===== src/verilog/accel_macros.svh =====
/* Addresses, frame offsets, widths and network weights for the inference endpoint.
   Include wherever one of these constants is needed. */
`ifndef ACCEL_MACROS_SVH
`define ACCEL_MACROS_SVH

// accelerator identity
`define OUR_MAC_ADDRESS 48'h08_00_00_35_0a_00
`define OUR_IP_ADDRESS 32'h02_08_01_01
`define ETHERTYPE_IPV4 16'h0800

// byte offsets within a received frame
`define OFS_DST_MAC 0
`define OFS_SRC_MAC 6
`define OFS_ETHERTYPE 12
`define OFS_SRC_IP 26
`define OFS_DST_IP 30
`define OFS_PAYLOAD 34

// lengths and widths
`define USER_DATA_BYTES 4
`define MIN_FRAME_BYTES 38
`define REPLY_BYTES 24
`define MESSAGE_BITS 10
`define RX_STATS_BITS 16
`define LEN_BITS 14

// network weights and biases, 6 bit signed
`define W_IN 6'sd2
`define W_HID 6'sd2
`define B_OR (-6'sd1)
`define B_NAND 6'sd3
`define B_OUT (-6'sd3)

`endif


===== src/verilog/eth_pkg.sv =====
/* Frame level types: addresses, stream beats and the receive statistics word.
   Referenced by scoped name from every block that touches the byte streams. */
`include "accel_macros.svh"

package eth_pkg;

  typedef logic [47:0] mac_addr_t;
  typedef logic [31:0] ip_addr_t;

  // receive beat, no ready since the parser always accepts
  typedef struct packed {
    logic [7:0] data;
    logic       valid;
    logic       last;
  } rx_beat_t;

  // transmit beat, paired with tx_ready from outside
  typedef struct packed {
    logic [7:0] data;
    logic       valid;
    logic       last;
  } tx_beat_t;

  // per frame statistics, shifted out msb first
  typedef struct packed {
    logic [`LEN_BITS-1:0] len;
    logic                 accepted;
    logic                 is_short;
  } rx_stats_t;

endpackage


===== src/verilog/accel_pkg.sv =====
/* Inference types passed between the parser, the network and the reply builder.
   The requester addresses ride along so the reply can be addressed. */
package accel_pkg;

  // request from the parser, two input bits plus requester
  typedef struct packed {
    logic              x;
    logic              y;
    eth_pkg::ip_addr_t  ip;
    eth_pkg::mac_addr_t mac;
  } infer_req_t;

  // network result with the same requester
  typedef struct packed {
    logic              result;
    eth_pkg::ip_addr_t  ip;
    eth_pkg::mac_addr_t mac;
  } infer_res_t;

endpackage


===== src/verilog/accel_top.sv =====
/* Top level of the inference endpoint. Receive stream in, reply stream out,
   plus the serial statistics pin; all on gtx_clk_bufg. */
`timescale 1ns/1ps

module accel_top (
  input  logic              gtx_clk_bufg,
  input  logic              rst_n,
  input  eth_pkg::rx_beat_t rx,
  output eth_pkg::tx_beat_t tx,
  input  logic              tx_ready,
  output logic              rx_stats_serial
);

  // parser to network
  logic                  req_valid;
  accel_pkg::infer_req_t req;

  // network to builder
  logic                  res_valid;
  accel_pkg::infer_res_t res;

  // parser to serialiser
  logic                  stats_valid;
  eth_pkg::rx_stats_t    stats;

  // ----------------------------------------------------------
  // receive path
  // ----------------------------------------------------------
  frame_parser u_frame_parser (
    .gtx_clk_bufg (gtx_clk_bufg),
    .rst_n        (rst_n),
    .rx           (rx),
    .req_valid    (req_valid),
    .req          (req),
    .stats_valid  (stats_valid),
    .stats        (stats)
  );

  stats_serializer u_stats_serializer (
    .gtx_clk_bufg    (gtx_clk_bufg),
    .rst_n           (rst_n),
    .stats_valid     (stats_valid),
    .stats           (stats),
    .rx_stats_serial (rx_stats_serial)
  );

  // ----------------------------------------------------------
  // inference and reply
  // ----------------------------------------------------------
  xor_net u_xor_net (
    .gtx_clk_bufg (gtx_clk_bufg),
    .rst_n        (rst_n),
    .req_valid    (req_valid),
    .req          (req),
    .res_valid    (res_valid),
    .res          (res)
  );

  frame_builder u_frame_builder (
    .gtx_clk_bufg (gtx_clk_bufg),
    .rst_n        (rst_n),
    .res_valid    (res_valid),
    .res          (res),
    .tx           (tx),
    .tx_ready     (tx_ready)
  );

endmodule


===== src/verilog/frame_builder.sv =====
/* Reply frame builder. Latches a result when idle and streams REPLY_BYTES beats,
   advancing one byte per transfer; results arriving mid reply are dropped. */
`timescale 1ns/1ps
`include "accel_macros.svh"

module frame_builder (
  input  logic                  gtx_clk_bufg,
  input  logic                  rst_n,
  input  logic                  res_valid,
  input  accel_pkg::infer_res_t res,
  output eth_pkg::tx_beat_t     tx,
  input  logic                  tx_ready
);

  logic                        busy;
  logic [4:0]                  idx;
  logic                        at_end;
  accel_pkg::infer_res_t       res_q;
  logic [`MESSAGE_BITS-1:0]    message;
  logic [`REPLY_BYTES*8-1:0]   reply;

  // ----------------------------------------------------------
  // reply layout, first byte in the top bits
  // ----------------------------------------------------------
  assign message = {{(`MESSAGE_BITS - 1){1'b0}}, res_q.result};

  assign reply = {
    res_q.mac,
    `OUR_MAC_ADDRESS,
    `ETHERTYPE_IPV4,
    `OUR_IP_ADDRESS,
    res_q.ip,
    {(16 - `MESSAGE_BITS){1'b0}},
    message
  };

  assign at_end = idx == 5'(`REPLY_BYTES - 1);

  // ----------------------------------------------------------
  // byte index and busy flag
  // ----------------------------------------------------------
  always_ff @(posedge gtx_clk_bufg) begin
    if (!rst_n) begin
      busy <= 1'b0;
      idx  <= '0;
    end else if (!busy) begin
      if (res_valid) begin
        busy <= 1'b1;
        idx  <= '0;
      end
    end else if (tx_ready) begin
      // transfer this cycle
      if (at_end) begin
        busy <= 1'b0;
      end else begin
        idx <= idx + 1'b1;
      end
    end
  end

  // result held for the whole reply
  always_ff @(posedge gtx_clk_bufg) begin
    if (!busy && res_valid) begin
      res_q <= res;
    end
  end

  // outputs come straight from registers, so they hold under stall
  assign tx.valid = busy;
  assign tx.last  = busy && at_end;
  assign tx.data  = reply[8 * (`REPLY_BYTES - 1 - int'(idx)) +: 8];

endmodule


===== src/verilog/frame_parser.sv =====
/* Receive side parser. Counts bytes, filters on MAC, ethertype and IP, and on the
   last beat issues an inference request and a statistics word one cycle later. */
`timescale 1ns/1ps
`include "accel_macros.svh"

module frame_parser (
  input  logic                gtx_clk_bufg,
  input  logic                rst_n,
  input  eth_pkg::rx_beat_t   rx,
  output logic                req_valid,
  output accel_pkg::infer_req_t req,
  output logic                stats_valid,
  output eth_pkg::rx_stats_t  stats
);

  logic [`LEN_BITS-1:0] byte_cnt;
  logic [`LEN_BITS-1:0] len_now;
  int                   pos;
  logic                 chk;
  logic [7:0]           exp_byte;
  logic                 hdr_ok;
  logic                 hdr_ok_now;
  logic                 accept_now;
  logic                 short_now;

  // captured requester fields and input bits
  eth_pkg::mac_addr_t   src_mac;
  eth_pkg::ip_addr_t    src_ip;
  logic                 x_bit;
  logic                 y_bit;

  // ----------------------------------------------------------
  // expected byte at the current offset
  // ----------------------------------------------------------
  always_comb begin
    pos = int'(byte_cnt);
    chk = 1'b0;
    exp_byte = 8'h00;
    if (pos < `OFS_DST_MAC + 6) begin
      // destination mac, msb first
      chk = 1'b1;
      exp_byte = 8'(`OUR_MAC_ADDRESS >> (8 * (`OFS_DST_MAC + 5 - pos)));
    end else if (pos >= `OFS_ETHERTYPE && pos < `OFS_ETHERTYPE + 2) begin
      chk = 1'b1;
      exp_byte = 8'(`ETHERTYPE_IPV4 >> (8 * (`OFS_ETHERTYPE + 1 - pos)));
    end else if (pos >= `OFS_DST_IP && pos < `OFS_DST_IP + 4) begin
      chk = 1'b1;
      exp_byte = 8'(`OUR_IP_ADDRESS >> (8 * (`OFS_DST_IP + 3 - pos)));
    end
  end

  // running match, restarted on the first byte of each frame
  assign hdr_ok_now = ((pos == 0) || hdr_ok) && !(chk && (rx.data != exp_byte));

  // length including this beat, saturating
  assign len_now = (&byte_cnt) ? byte_cnt : byte_cnt + 1'b1;

  assign short_now  = int'(len_now) < `MIN_FRAME_BYTES;
  assign accept_now = hdr_ok_now && !short_now;

  // ----------------------------------------------------------
  // byte counter and control
  // ----------------------------------------------------------
  always_ff @(posedge gtx_clk_bufg) begin
    if (!rst_n) begin
      byte_cnt    <= '0;
      hdr_ok      <= 1'b0;
      req_valid   <= 1'b0;
      stats_valid <= 1'b0;
    end else begin
      req_valid   <= rx.valid && rx.last && accept_now;
      stats_valid <= rx.valid && rx.last;
      if (rx.valid) begin
        hdr_ok <= hdr_ok_now;
        // clear on last so the next beat is offset 0
        if (rx.last) begin
          byte_cnt <= '0;
        end else begin
          byte_cnt <= len_now;
        end
      end
    end
  end

  // ----------------------------------------------------------
  // field capture
  // ----------------------------------------------------------
  always_ff @(posedge gtx_clk_bufg) begin
    if (rx.valid) begin
      if (pos >= `OFS_SRC_MAC && pos < `OFS_SRC_MAC + 6) begin
        src_mac <= {src_mac[39:0], rx.data};
      end
      if (pos >= `OFS_SRC_IP && pos < `OFS_SRC_IP + 4) begin
        src_ip <= {src_ip[23:0], rx.data};
      end
      // x and y from the low bits of the first payload byte
      if (pos == `OFS_PAYLOAD) begin
        x_bit <= rx.data[0];
        y_bit <= rx.data[1];
      end
      if (rx.last) begin
        stats.len      <= len_now;
        stats.accepted <= accept_now;
        stats.is_short <= short_now;
      end
    end
  end

  // stable until the next frame reaches these offsets
  assign req.x   = x_bit;
  assign req.y   = y_bit;
  assign req.ip  = src_ip;
  assign req.mac = src_mac;

endmodule


===== src/verilog/stats_serializer.sv =====
/* Serialises each receive statistics word onto one pin, msb first, with a start
   bit before and a stop bit after; output idles low. */
`timescale 1ns/1ps
`include "accel_macros.svh"

module stats_serializer (
  input  logic               gtx_clk_bufg,
  input  logic               rst_n,
  input  logic               stats_valid,
  input  eth_pkg::rx_stats_t stats,
  output logic               rx_stats_serial
);

  // start bit, word, stop bit
  logic [`RX_STATS_BITS+1:0] shift;

  always_ff @(posedge gtx_clk_bufg) begin
    if (!rst_n) begin
      shift <= '0;
    end else if (stats_valid) begin
      // new word restarts the shifter at once
      shift <= {1'b1, stats, 1'b1};
    end else begin
      shift <= {shift[`RX_STATS_BITS:0], 1'b0};
    end
  end

  assign rx_stats_serial = shift[`RX_STATS_BITS+1];

endmodule


===== src/verilog/xor_net.sv =====
/* Two stage XOR network of threshold neurons. OR and NAND form the hidden layer,
   an AND neuron forms the output; result appears two cycles after the request. */
`timescale 1ns/1ps
`include "accel_macros.svh"

module xor_net (
  input  logic                  gtx_clk_bufg,
  input  logic                  rst_n,
  input  logic                  req_valid,
  input  accel_pkg::infer_req_t req,
  output logic                  res_valid,
  output accel_pkg::infer_res_t res
);

  // hidden layer registers
  logic               s1_valid;
  logic               h_or;
  logic               h_nand;
  eth_pkg::ip_addr_t  s1_ip;
  eth_pkg::mac_addr_t s1_mac;

  // weighted sum of two binary inputs, fires above zero
  function automatic logic neuron(
    input logic              a,
    input logic              b,
    input logic signed [5:0] w,
    input logic signed [5:0] bias
  );
    logic signed [5:0] sum;
    sum = bias + (a ? w : 6'sd0) + (b ? w : 6'sd0);
    return sum > 6'sd0;
  endfunction

  // valid pipe, one bit per stage
  always_ff @(posedge gtx_clk_bufg) begin
    if (!rst_n) begin
      s1_valid  <= 1'b0;
      res_valid <= 1'b0;
    end else begin
      s1_valid  <= req_valid;
      res_valid <= s1_valid;
    end
  end

  // ----------------------------------------------------------
  // stage one, hidden neurons
  // ----------------------------------------------------------
  always_ff @(posedge gtx_clk_bufg) begin
    h_or   <= neuron(req.x, req.y, `W_IN, `B_OR);
    h_nand <= neuron(req.x, req.y, -`W_IN, `B_NAND);
    s1_ip  <= req.ip;
    s1_mac <= req.mac;
  end

  // ----------------------------------------------------------
  // stage two, output neuron
  // ----------------------------------------------------------
  always_ff @(posedge gtx_clk_bufg) begin
    res.result <= neuron(h_or, h_nand, `W_HID, `B_OUT);
    res.ip     <= s1_ip;
    res.mac    <= s1_mac;
  end

endmodule

===== config.mk =====
export PLATFORM = sky130hd
export DESIGN_NAME = accel_top
export DESIGN_NICKNAME = d
export VERILOG_FILES = /design/src/verilog/eth_pkg.sv /design/src/verilog/accel_pkg.sv /design/src/verilog/accel_top.sv /design/src/verilog/frame_builder.sv /design/src/verilog/frame_parser.sv /design/src/verilog/stats_serializer.sv /design/src/verilog/xor_net.sv
export VERILOG_INCLUDE_DIRS = /design/src /design/src/verilog
export SDC_FILE = /design/constraint.sdc
export NUM_CORES = 1
export LEC_CHECK = 0
export BUFFER_PORTS_ARGS = -buffer_cell sky130_fd_sc_hd__buf_2
export CORE_MARGIN = 5
export CORE_UTILIZATION = 44
export DETAILED_ROUTE_END_ITERATION = 7
export RECOVER_POWER = 25
export SLEW_MARGIN = 5
export SYNTH_ARGS = -nofsm -noshare
export SYNTH_HDL_FRONTEND = slang
export SYNTH_HIERARCHICAL = 1
export SYNTH_SLANG_ARGS = --single-unit

===== constraint.sdc =====
create_clock -name gtx_clk_bufg -period 8.5 [get_ports gtx_clk_bufg]
set_clock_uncertainty 0.05 [all_clocks]
set_input_delay 1.7 -clock gtx_clk_bufg [delete_from_list [all_inputs] [get_ports gtx_clk_bufg]]
set_output_delay 1.7 -clock gtx_clk_bufg [all_outputs]
set_load 0.02 [all_outputs]

# == Yosys cells after proc, flatten, opt, wreduce, memory -nomap -nowiden ==
# Index checks and enable logic that the tools add are counted.
# totals
in_bits,13
out_inout_bits,11
reg_bits,385
elab_cells,106
# classes
n_mux,23
reduce_logical,23
add_sub_neg,12
shifts,4
order_cmp,13
eq_ne,5
# op_table
op,n
indexed part select 192 x 32 -> 8 bit,1
">> shifter 44 x 32 -> 8 bit, first input constant",1
logical NOT 32 bit,1
">> shifter 12 x 32 -> 8 bit, first input constant",1
">> shifter 26 x 32 -> 8 bit, first input constant",1
"greater-or-equal comparator 14 x 5 -> 1 bit, second input constant",2
"< comparator 14 x 4 -> 1 bit, second input constant",2
"< comparator 14 x 6 -> 1 bit, second input constant",2
2-to-1 mux 14 bit,2
2-to-1 mux 8 bit,3
2-to-1 mux 5 bit,4
adder 6 bit,3
"greater-than comparator 6 x 1 -> 1 bit, second input constant",3
2-to-1 mux 18 bit,1
"subtractor 3 x 14 -> 15 bit, first input constant",1
"subtractor 4 x 14 -> 15 bit, first input constant",1
"subtractor 6 x 14 -> 15 bit, first input constant",1
"adder 14 x 1 -> 14 bit, second input constant",1
"equality test 14 x 7 -> 1 bit, second input constant",1
"greater-or-equal comparator 14 x 3 -> 1 bit, second input constant",1
"greater-or-equal comparator 14 x 4 -> 1 bit, second input constant",1
"< comparator 14 x 3 -> 1 bit, second input constant",1
"< comparator 14 x 5 -> 1 bit, second input constant",1
AND reduction 14 bit,1
other kinds (16),43

# == Depth between registers and ports, before layout ==
# depth
ltp_word,11
mapped_depth,9
depth_no_buf,8

# == Hierarchy ==
# Netlist, hierarchy kept.
# modules_own_cells
module,area_each_um2,cells_each,n_inst
frame_parser,4912.2,344,1
frame_builder,3598.5,234,1
xor_net,3331.9,170,1
stats_serializer,670.6,55,1

# == Least setup slack after synthesis ==
# Ideal clock, no wire load.
# synth_timing
path_type,in2reg
startpoint,input port rx[1] (netlist bit)
endpoint,"register u_frame_parser.src_mac[0], enable pin"
path_buffers,1
slack_ns,1.188
stages,3
arrival_ns,6.690
path_cell_list,clkbuf_1 > nand2_1 > nor4_1
# synth_via
elab_chain_len,1
# synth_rtl
item,line,rtl
from (decl),accel_top.sv:8,"input eth_pkg::rx_beat_t rx,"
AND reduction 2 bit (no line),--,
to (signal assigned),frame_parser.sv:91,"src_mac <= {src_mac[39:0], rx.data};"
to (decl),frame_parser.sv:27,eth_pkg::mac_addr_t src_mac;
# No other way between the ends.
# A chain may end at the register's enable or synchronous reset.

==> reports/qor.yml <==
status: "complete, no violations"
routabilityCongestion: 0.846
grt.overflow.total: 0
maxSlewHeadroom_pct: 25.4
tightest_slew_ns: 1.12
antenna_found_initial: 0
die-area_mm2: 0.0319
syn_inst: 803
finalNetCount: 857
path_class: "reg2out"
wl_per_cell_um: 16.2
endpoint_kind: "primary output"
register_area_mm2: 0.00950
synth_most_common_cell: "dfxtp_1"
post_cts_resized: 0
hpwl_um: 12700
num_rows: 61
synth_cell_types: 85
grt_pass1_wl_um: 33100
cts_setup_buffers: 0
netSwitchingPower_uw: 672
fillers: 2345
drv_slew: 0
fin_cells: 1242
power_frac_seq_pct: 54.1
hold_viol: 0
synth_nets: 827
syn-cell-area_mm2: 0.0125
max_freq_ghz: 0.220
pwr-share-comb_pct: 0.8
critical_path_required_ns: 6.75
vdd_drop_max_v: 0.000156
ctsRootBufferMaster: "clkbuf_16"
maxCapViolations: 0
setup_viol: 0
pwr-share-clk_pct: 45.1
cts_sinks: 385
io_buffers: 23
syn_avg_cell_area_um2: 15.6
first_pass_iters: 4
crit_fanout: 41
ys_ff_latch: 385
drive_gt1_share_pct: 14.5
globalRouteTotalUtil_pct: 13.1
synthFlopType: "dfxtp_1"
clock_latency_ns: 0.51
grt_max_degree: 82
hold_class: "reg2reg"
startpoint_type: "flip-flop"
intPower_mw: 2.90
grt_pass1_vias: 6036
rsz0062_at_grt: "false"
antenna_left: 0
finalSetupTns_ns: 0
cts_buffer_depth: 3
synth_warnings: 6
multi_input_comb_area_mm2: 0.00272
remaining_drc_errors: 0
syn_to_final_growth_pct: 12.9
dieWidth_um: 179
vias: 6052
yosysSeqAreaShare_pct: 75.9
powerDensity_mw_per_mm2: 253
finalCriticalPeriod_ns: 4.54
wirelength_um: 20100
core_area_mm2: 0.0279
cts_max_level: 2
fin_crit_sh_pct: 53.4
cts_tree: "yes"
yosys-top-cells-count: "dfxtp_1 (206), edfxtp_1 (179), mux2i_1 (48)"
placed_cells: 1171
io_pins: 24
synth_edf_count: 179
switching_share_pct: 18.8
arrival_ns: 2.79
cts_made_buffers: 38
synthTopCellsByArea: "edfxtp_1 (43%), dfxtp_1 (33%), mux2i_1 (3.8%), nor2b_1 (1.3%), ha_1 (1.1%)"
synth_top_area_share_pct: 43.0
cts_hold_buf: 0
start_util_pct: 44.8
avgViaCountPerCell: 4.87
dieHeight_um: 179
leakage_nw: 4.97
first_iter_violations: 423
synth-async-reset-ratio_pct: 0
synth_top_area_cell: "edfxtp_1"
clk_pin_slew_ns: 0.06
## worst paths after layout
path / from / end / slack (ns) / cells after the start
max: u_frame_builder/idx[0]$_SDFFE_PN0P_ / tx[7] / 3.96 / 4
min: u_xor_net/s1_mac[44]$_DFF_P_ / u_xor_net/res[44]$_DFF_P_ / 0.27 / 0
max reg2reg: u_frame_parser/byte_cnt[6]$_SDFFE_PN0P_ / u_frame_parser/src_mac[42]$_DFFE_PP_ / 5.53 / 5
min reg2reg: u_xor_net/s1_mac[44]$_DFF_P_ / u_xor_net/res[44]$_DFF_P_ / 0.27 / 0
## stage by stage
stage | utilization (%) | hold slack [ns] | worst slack [ns] | power [mW] | instance area [um^2]
floorplan | - | 0.260 | 1.19 | 1.99 | 12500
global placement | 46.1 | 0.260 | 4.50 | 2.00 | 12900
detailed placement | 46.1 | 0.262 | 4.46 | 2.00 | 12900
CTS | 50.6 | 0.269 | 3.90 | 3.62 | 14100
global route | 50.6 | 0.277 | 3.81 | 3.71 | 14100
finish | 50.6 | 0.269 | 3.96 | 3.57 | 14100
## power groups by stage
stage	logic, mW	clock network (mW)	registers [mW]
floorplan	0.0197	0	1.97
global placement	0.0288	0	1.97
detailed placement	0.0291	0	1.97
CTS	0.0292	1.66	1.93
global route	0.0320	1.74	1.93
finish	0.0285	1.61	1.93
## state kept, by name, summed over array words and instances, names as in the netlist, 5 cells and up
register and cells:
u_frame_builder/idx 5, u_xor_net/s1_mac 48, u_frame_parser/src_mac 48, u_frame_parser/src_ip 32
u_frame_parser/stats 16, u_stats_serializer/shift 18, u_xor_net/s1_ip 32, u_xor_net/res 81
u_frame_parser/byte_cnt 14, u_frame_builder/reply 80
## critical path, stage by stage, from the launching register on
cell	delay (ns)
dfxtp_2	1.07
or3b_4	0.51
or4_4	0.45
nand3_1	0.09
buf_2	0.16
## cell families (layout without fill, tap and decap cells)
kind of cell / after synthesis / after routing / share of synthesized area, %
buffers and inverters: 50 / 110 / 2.48
XOR/XNOR: 12 / 12 / 0.840
AO/OA/AOI/OAI: 99 / 99 / 5.78
other: 0 / 1 / 0
multiplexers: 55 / 55 / 4.77
flip-flops: 385 / 385 / 75.9
adder cells (fa/ha/maj): 11 / 11 / 1.10
AND/OR/NAND/NOR: 191 / 191 / 9.12
## per-layer routing
layer	wire [um]	track usage (%)	vias to the layer above	share of wire [%]
li1	-	-	2999	-
met1	10100	19.8	2920	50
met2	8870	19.0	105	44
met3	728	2.65	28	3.6
met4	431	4.06	0	2.1
met5	0	0	-	0
## cell type report
type	instances	share of cell area, %
flip-flops and latches	385	67.2
multi-input cells	368	19.2
clock buffers	56	7.72
well taps	378	3.35
clock inverters	14	1.08
repair buffers	27	1.03
inverters	13	0.354
diodes	1	0.0177
## cells in the final DEF, fill, tap and decap left out, types with 6 or more instances in the layout
cell / count
clkbuf_16: 40
edfxtp_1: 179
buf_2: 23
a22oi_1: 7
mux2i_1: 48
nor2b_1: 27
nand2_1: 29
dfxtp_1: 205
xnor2_1: 7
o21ai_0: 10
and2_1: 12
ha_1: 11
o22ai_1: 12
nor3_1: 14
a21oi_1: 16
nor4_1: 6
inv_1: 12
nor2_1: 35
clkbuf_1: 13
nand3_1: 18
clkinv_2: 6
No activity file was read; power rests on OpenSTA's default activity.
